`src/cpuPkg.sv`:
```
package cpuPkg;

	localparam int instWidth = 18;
	localparam int opWidth = 3;
	localparam int modeWidth = 2;
	localparam int addrWidth = instWidth - opWidth - modeWidth;	// 13-bit address field
	localparam int stepWidth = 4;

	// Opcodes that the execute phase knows about
	typedef enum logic [opWidth-1:0]
	{
		opAdd = 3'd0,	// AC <- AC + Mem[addr]
		opLoad = 3'd1,	// AC <- Mem[addr]
		opStore = 3'd2	// Mem[addr] <- AC
	} opcode_t;

	typedef enum logic [modeWidth-1:0]
	{
		modeDirect = 2'd1	// Address taken from the instruction
	} addrMode_t;

	typedef struct packed
	{
		opcode_t opcode;
		addrMode_t mode;
		logic [addrWidth-1:0] address;
	} instruction_t;

	typedef enum logic [2:0]
	{
		aluPassA = 3'd0,	// A bus straight through
		aluPassB = 3'd1,	// B bus straight through
		aluAdd = 3'd3	// A + B
	} aluFunc_t;

	// Result of decoding the held instruction
	typedef enum logic [1:0]
	{
		uopAdd,
		uopLoad,
		uopStore,
		uopIllegal
	} microOp_t;

	// Datapath strobes, r = drive onto a bus, w = load from a bus
	typedef struct packed
	{
		logic incPC;
		logic rPC;
		logic rMAR;
		logic wMAR;
		logic rMem;
		logic wMem;
		logic rMDR;
		logic wMDRmem;	// MDR loads from memory
		logic rIR;
		logic wIR;
		logic rAC;
		logic wAC;
		aluFunc_t aluFunc;
		logic aluEnable;
	} controlWord_t;

	// Sequence boundaries
	localparam logic [stepWidth-1:0] stepLastFetch = 4'd6;
	localparam logic [stepWidth-1:0] stepFirstExecute = 4'd7;	// Also the end of an illegal op
	localparam logic [stepWidth-1:0] stepLastStore = 4'd11;
	localparam logic [stepWidth-1:0] stepLastAddLoad = 4'd13;

endpackage

```
`src/controlUnit.sv`:
```
`timescale 1ns/100ps

module controlUnit
(
	input logic clk,
	input logic reset,
	input cpuPkg::instruction_t getInst,
	output cpuPkg::controlWord_t controlWord
);

	logic [cpuPkg::stepWidth-1:0] step;
	cpuPkg::microOp_t microOp;

	// Registered word feeds back so wIR loads the IR
	instructionDecoder decoder
	(
		.clk(clk),
		.reset(reset),
		.getInst(getInst),
		.controlWord(controlWord),
		.microOp(microOp)
	);

	stepSequencer sequencer
	(
		.clk(clk),
		.reset(reset),
		.microOp(microOp),
		.step(step)
	);

	controlWordRom rom
	(
		.clk(clk),
		.reset(reset),
		.step(step),
		.microOp(microOp),
		.controlWord(controlWord)
	);

endmodule

```
`src/controlWordRom.sv`:
```
`timescale 1ns/100ps

module controlWordRom
(
	input logic clk,
	input logic reset,
	input logic [cpuPkg::stepWidth-1:0] step,
	input cpuPkg::microOp_t microOp,
	output cpuPkg::controlWord_t controlWord
);

	cpuPkg::controlWord_t nextWord;
	logic isAdd;

	assign isAdd = (microOp == cpuPkg::uopAdd);	// ADD and LOAD differ mostly in ALU func

	always_comb
	begin
		nextWord = '0;
		nextWord.aluFunc = cpuPkg::aluPassA;
		if (step <= cpuPkg::stepLastFetch)
		begin
			case (step)
				4'd0:
				begin
					nextWord.rPC = 1'b1;	// PC onto B bus
					nextWord.aluFunc = cpuPkg::aluPassB;
					nextWord.aluEnable = 1'b1;
				end
				4'd1:
				begin
					nextWord.wMAR = 1'b1;	// MAR <- PC
					nextWord.aluFunc = cpuPkg::aluPassB;
					nextWord.aluEnable = 1'b1;
				end
				4'd2:
				begin
					nextWord.rMAR = 1'b1;	// Memory read starts
					nextWord.rMem = 1'b1;
				end
				4'd3:
				begin
					nextWord.rMAR = 1'b1;
					nextWord.rMem = 1'b1;
					nextWord.wMDRmem = 1'b1;
					nextWord.aluFunc = cpuPkg::aluPassB;
				end
				4'd4:
				begin
					nextWord.wMDRmem = 1'b1;	// MDR <- Mem[MAR]
					nextWord.aluFunc = cpuPkg::aluPassB;
					nextWord.aluEnable = 1'b1;
				end
				4'd5:
				begin
					nextWord.incPC = 1'b1;
					nextWord.rMDR = 1'b1;	// IR <- MDR
					nextWord.wIR = 1'b1;
					nextWord.aluFunc = cpuPkg::aluPassB;
					nextWord.aluEnable = 1'b1;
				end
				default:
				begin
					nextWord.wIR = 1'b1;	// Second IR load, step 6
				end
			endcase
		end
		else if (microOp == cpuPkg::uopStore)
		begin
			case (step)
				4'd7:
				begin
					nextWord.rIR = 1'b1;	// Address field onto A bus
					nextWord.aluEnable = 1'b1;
				end
				4'd8:
				begin
					nextWord.wMAR = 1'b1;
				end
				4'd9:
				begin
					nextWord.rAC = 1'b1;
					nextWord.aluEnable = 1'b1;
				end
				4'd10, 4'd11:
				begin
					nextWord.rMAR = 1'b1;	// Mem[MAR] <- AC
					nextWord.wMem = 1'b1;
					nextWord.rIR = 1'b1;
					nextWord.aluFunc = cpuPkg::aluPassB;
				end
				default:
				begin
					nextWord.aluFunc = cpuPkg::aluPassA;
				end
			endcase
		end
		else if (microOp != cpuPkg::uopIllegal)
		begin
			case (step)
				4'd7:
				begin
					nextWord.rIR = 1'b1;
					nextWord.aluEnable = 1'b1;
				end
				4'd8:
				begin
					nextWord.wMAR = 1'b1;	// MAR <- IR address
				end
				4'd9, 4'd10:
				begin
					nextWord.rMAR = 1'b1;	// Operand read
					nextWord.rMem = 1'b1;
					nextWord.aluFunc = isAdd ? cpuPkg::aluAdd : cpuPkg::aluPassA;
				end
				4'd11:
				begin
					nextWord.wMDRmem = 1'b1;
					nextWord.aluFunc = isAdd ? cpuPkg::aluAdd : cpuPkg::aluPassB;
					nextWord.aluEnable = 1'b1;
				end
				4'd12:
				begin
					nextWord.rMDR = 1'b1;
					nextWord.rAC = isAdd;	// Accumulator only feeds the adder
					nextWord.aluFunc = isAdd ? cpuPkg::aluAdd : cpuPkg::aluPassB;
					nextWord.aluEnable = 1'b1;
				end
				4'd13:
				begin
					nextWord.wAC = 1'b1;	// Result into AC
					nextWord.aluFunc = isAdd ? cpuPkg::aluAdd : cpuPkg::aluPassB;
				end
				default:
				begin
					nextWord.aluFunc = cpuPkg::aluPassA;
				end
			endcase
		end
	end

	// Output lags the counter by one cycle
	always_ff @(posedge clk)
	begin
		if (reset)
		begin
			controlWord <= '0;
		end
		else
		begin
			controlWord <= nextWord;
		end
	end

endmodule

```
`src/instructionDecoder.sv`:
```
`timescale 1ns/100ps

module instructionDecoder
(
	input logic clk,
	input logic reset,
	input cpuPkg::instruction_t getInst,
	input cpuPkg::controlWord_t controlWord,
	output cpuPkg::microOp_t microOp
);

	cpuPkg::instruction_t heldInst;	// Instruction register

	// Loaded from the memory word while the registered word has wIR set
	always_ff @(posedge clk)
	begin
		if (reset)
		begin
			heldInst <= '0;	// Decodes as illegal
		end
		else if (controlWord.wIR)
		begin
			heldInst <= getInst;
		end
	end

	// Only direct mode is implemented, every other mode is illegal
	always_comb
	begin
		microOp = cpuPkg::uopIllegal;
		if (heldInst.mode == cpuPkg::modeDirect)
		begin
			case (heldInst.opcode)
				cpuPkg::opAdd:
				begin
					microOp = cpuPkg::uopAdd;
				end
				cpuPkg::opLoad:
				begin
					microOp = cpuPkg::uopLoad;
				end
				cpuPkg::opStore:
				begin
					microOp = cpuPkg::uopStore;
				end
				default:
				begin
					microOp = cpuPkg::uopIllegal;	// Unknown opcode
				end
			endcase
		end
	end

endmodule

```
`src/stepSequencer.sv`:
```
`timescale 1ns/100ps

module stepSequencer
(
	input logic clk,
	input logic reset,
	input cpuPkg::microOp_t microOp,
	output logic [cpuPkg::stepWidth-1:0] step
);

	logic [cpuPkg::stepWidth-1:0] lastStep;
	logic atEnd;

	// Final step of each instruction kind
	always_comb
	begin
		case (microOp)
			cpuPkg::uopAdd:
			begin
				lastStep = cpuPkg::stepLastAddLoad;
			end
			cpuPkg::uopLoad:
			begin
				lastStep = cpuPkg::stepLastAddLoad;
			end
			cpuPkg::uopStore:
			begin
				lastStep = cpuPkg::stepLastStore;
			end
			default:
			begin
				lastStep = cpuPkg::stepFirstExecute;	// One idle execute step
			end
		endcase
	end

	// Fetch always completes since every last step lies in execute
	assign atEnd = (step == lastStep);

	always_ff @(posedge clk)
	begin
		if (reset)
		begin
			step <= '0;
		end
		else if (atEnd)
		begin
			step <= '0;	// Straight back to fetch
		end
		else
		begin
			step <= step + 1'b1;
		end
	end

endmodule
```
`config.mk`:
```
export PLATFORM = sky130hd
export DESIGN_NAME = controlUnit
export DESIGN_NICKNAME = d
export VERILOG_FILES = /design/src/cpuPkg.sv /design/src/controlUnit.sv /design/src/controlWordRom.sv /design/src/instructionDecoder.sv /design/src/stepSequencer.sv
export SDC_FILE = /design/constraint.sdc
export NUM_CORES = 1
export LEC_CHECK = 0
export ABC_AREA = 1
export CAP_MARGIN = 20
export CORE_MARGIN = 2
export CORE_UTILIZATION = 42
export DETAILED_ROUTE_END_ITERATION = 6
export DONT_BUFFER_PORTS = 1
export SYNTH_ARGS = -nofsm -noshare
export SYNTH_HDL_FRONTEND = slang
export SYNTH_SLANG_ARGS = --single-unit
```
`constraint.sdc`:
```
create_clock -name clk -period 1.5 [get_ports clk]
set_clock_uncertainty 0.05 [all_clocks]
set_input_delay 0.15 -clock clk [delete_from_list [all_inputs] [get_ports clk]]
set_output_delay 0.15 -clock clk [all_outputs]
set_load 0.03 [all_outputs]
```
==> reports/qor.csv <==
stage;metric;value;unit
pwr;clock power share;31.5;%
logic_synthesis;cell count after synthesis;155;
drt;drt first pass iters;6;
global_routing;vias in the first global route;874;
clock_network;Worst-path clk slew;0.14;ns
layout;area grow syn2layout;14.11;%
setup_path;worst endpoint data arrival time;1.58;ns
logic_synthesis;most frequent cells after synthesis;nand2_1, dfxtp_1, nor2_1, nand3_1, inv_1;
setup_path;Worst R2R Start;sequencer.step[0];
setup_path;Worst setup SP type;flop;
global_routing;first-pass GRT wire length;3.719;mm
timing;Hold Slack;0.4422;ns
placed_design;hpwl dp;1.640;mm
timing;minimum clock period;1.401;ns
drt;DRC violations left;0;
drt;Met3 Wirelength;138;µm
setup_path;Crit. Startpoint;sequencer.step[0];
setup_path;reg2reg end;rom.controlWord[1];
logic_synthesis;most frequent cell after synthesis;nand2_1;
setup_path;critical path required time;1.68;ns
min_path;Hold Crit Depth;2;
timing;max-slew violations;0;
timing;Hold Fails Final Rpt;0;
logic_synthesis;Cell Area, Synth;1206;µm²
placed_design;Routability Congestion;0.8819;
logic_synthesis;Post-synth ARST share;0;%
setup_path;Crit Path Class;flop to flop;
clock_network;CTS tree;built;
floorplanning;Site Rows;19;
pwr;Switching Fraction;29.46;%
logic_synthesis;Most used DFF post-synth;dfxtp_1;
drt;DR WL/cell;10.95;µm
clock_network;clock latency on the worst-skew pair;0.32;ns
logic_synthesis;Synth top area share;39.83;%
floorplanning;Initial Utilization;44.12;%
pwr;Total Power;0.001497;W
run_status;run status;complete, no violations;
pwr;Int Power;0.001056;W
logic_synthesis;Synth Net Count;179;
logic_synthesis;post-synth top area cell;dfxtp_1;
timing;fmax;714.0;MHz
drt;initial drt markers;38;
floorplanning;Die Width;57.59;µm
logic_synthesis;#FFs+latches synth;24;
logic_synthesis;Seq/Total Area, Yosys;39.83;%
pwr;Switch Pwr;0.0004409;W
clock_network;setup repair bufs after CTS;0;
min_path;Worst Hold Class;flop to flop;
setup_path;Critical Path End Type;flop;
floorplanning;die height;57.59;µm
run;max-cap viol count;0;
layout;layout cells sized above 1;26.95;%
clock_network;clock buffer depth;2;
global_routing;initial antenna violation count;0;
layout;Layout Cells excl Fill;198;
pwr;PwrDens;1087;nW/µm²
floorplanning;total die area;3317;µm²
clock_network;clock sinks;24;
drt;final WL;2.169;mm
drt;routed vias/inst;4.657;
floorplanning;I/O Pins;36;
global_routing;largest net degree at the start of global routing;15;
drt;Vias;922;
pwr;worst vdd ir;848.4;µV
logic_synthesis;EDFF count, synth;0;
setup_path;Worst Path Max Fanout;4;
logic_synthesis;yosys warns;0;
global_routing;GRT Total Usage;14.65;%
global_routing;grt total ovfl;0;
logic_synthesis;Avg Cell Area, Syn;7.782;µm²
setup_path;r2r worst-path depth;9;
pwr;combinational power share;18.3;%
drt;WL met1;973;µm
drt;post-route ant nets;0;
drt;metal2 WL;1.029;mm
clock_network;clk root buf;clkbuf_4;
clock_network;total CTS buffers;3;
timing;final setup violation count;0;
logic_synthesis;distinct cell type count after synthesis;31;
timing;fin crit share;93.37;%
clock_network;CTS HTree Levels;1;
placed_design;dpl cells;188;
min_path;Hold EP;decoder.heldInst[13];
setup_path;flop2flop setup slack;0.1;ns
layout;# diodes;0;
floorplanning;core area;2734;µm²
logic_synthesis;Area contributors post-synth;dfxtp_1, nand2_1, nor2_1;
layout;nets;192;
drt;uppermost layer routed;met4;
pwr;sequential power share;50.1;%
placed_design;Port-buffer cells;0;
timing;RSZ-0062 raised after global routing;true;
pwr;leakage power;0.6321;nW
min_path;beginning of the worst hold path;decoder.heldInst[13];
==> worst max-delay path, cell delays in order, from the launching register on <==
cell     delay (ns)
dfxtp_2        0.38
inv_1          0.06
ha_1           0.26
buf_4          0.16
nand2_1        0.07
nand2_1        0.06
inv_2          0.05
nand3_1        0.07
nand3_1        0.08
nand2_1        0.05
==> power by group through the flow <==
stage / clock [W] / sequential, W / combinational [W]
2_1_floorplan: 0 / 0.000767 / 0.000196
3_3_place_gp: 0 / 0.000764 / 0.000254
6_report: 0.000472 / 0.000750 / 0.000274
4_1_cts: 0.000487 / 0.000750 / 0.000273
3_5_place_dp: 0 / 0.000764 / 0.000257
5_1_grt: 0.000505 / 0.000756 / 0.000312
==> sequential cells by signal, indices dropped and copies added, names as in the netlist <==
signal,flops
sequencer.step,4
decoder.heldInst,5
rom.controlWord,15
==> metrics by stage <==
step	util (%)	setup WS (ns)	setup TNS (ns)	area [µm²]
after floorplan	-	0.1899	0	1206
after global placement	45.81	0.09255	0	1252
after detailed placement	45.81	0.09564	0	1252
after CTS	49.93	0.05777	0	1365
after global routing	50.34	-0.01882	-0.02310	1376
final	50.34	0.09938	0	1376
==> cell families (layout without fill, tap and decap cells) <==
family,after synthesis,count (layout),synth area share [%]
buffers and inverters,28,40,11.51
adder cells (fa/ha/maj),4,4,4.150
AND/OR/NAND/NOR,77,77,33.92
flip-flops,24,24,39.83
AO/OA/AOI/OAI,19,19,8.817
other,1,1,0.3109
XOR/XNOR,2,2,1.453
==> routing by layer <==
layer  GRT usage (%)  vias up
met2           23.38       26
li1                -      506
met4           6.645        0
met1           18.28      386
met3           4.082        4
met5               0        -
==> what timing repair did <==
item	4_1_cts	5_1_grt
hold endpoints to repair	17	0
hold buffers	6	0
resized for setup	0	3
endpoints found under the setup margin	0	6
==> how the worst max path moves through the flow <==
stage	end	slack [ns]	cells after the start
4_1_cts	rom.controlWord[2]	0.06	9
2_1_floorplan	rom.controlWord[2]	0.19	9
6_report	rom.controlWord[1]	0.1	9
3_5_place_dp	rom.controlWord[1]	0.1	8
3_3_place_gp	rom.controlWord[1]	0.09	8
5_1_grt	rom.controlWord[9]	-0.02	9
==> layout by cell type (no fill, tap or decap), types with 4 or more instances in the layout <==
cell / netlist / final
a21oi_1: 6 / 6
buf_4: 1 / 5
dfxtp_1: 24 / 23
dlygate4sd3_1: 0 / 6
ha_1: 4 / 4
inv_1: 11 / 11
inv_2: 9 / 9
nand2_1: 26 / 26
nand2_2: 7 / 6
nand3_1: 12 / 11
nand3_2: 4 / 5
nor2_1: 18 / 18
o21ai_0: 6 / 6
==> cell type report <==
class	count	area, µm²
fillers	266	1358
multi-input cells	103	596.8
flip-flops and latches	24	481.7
inverters	25	108.9
repair buffers	11	97.59
well taps	31	38.79
clock inverters	1	30.03
clock buffers	3	22.52
(Power assumes the default switching activity.)
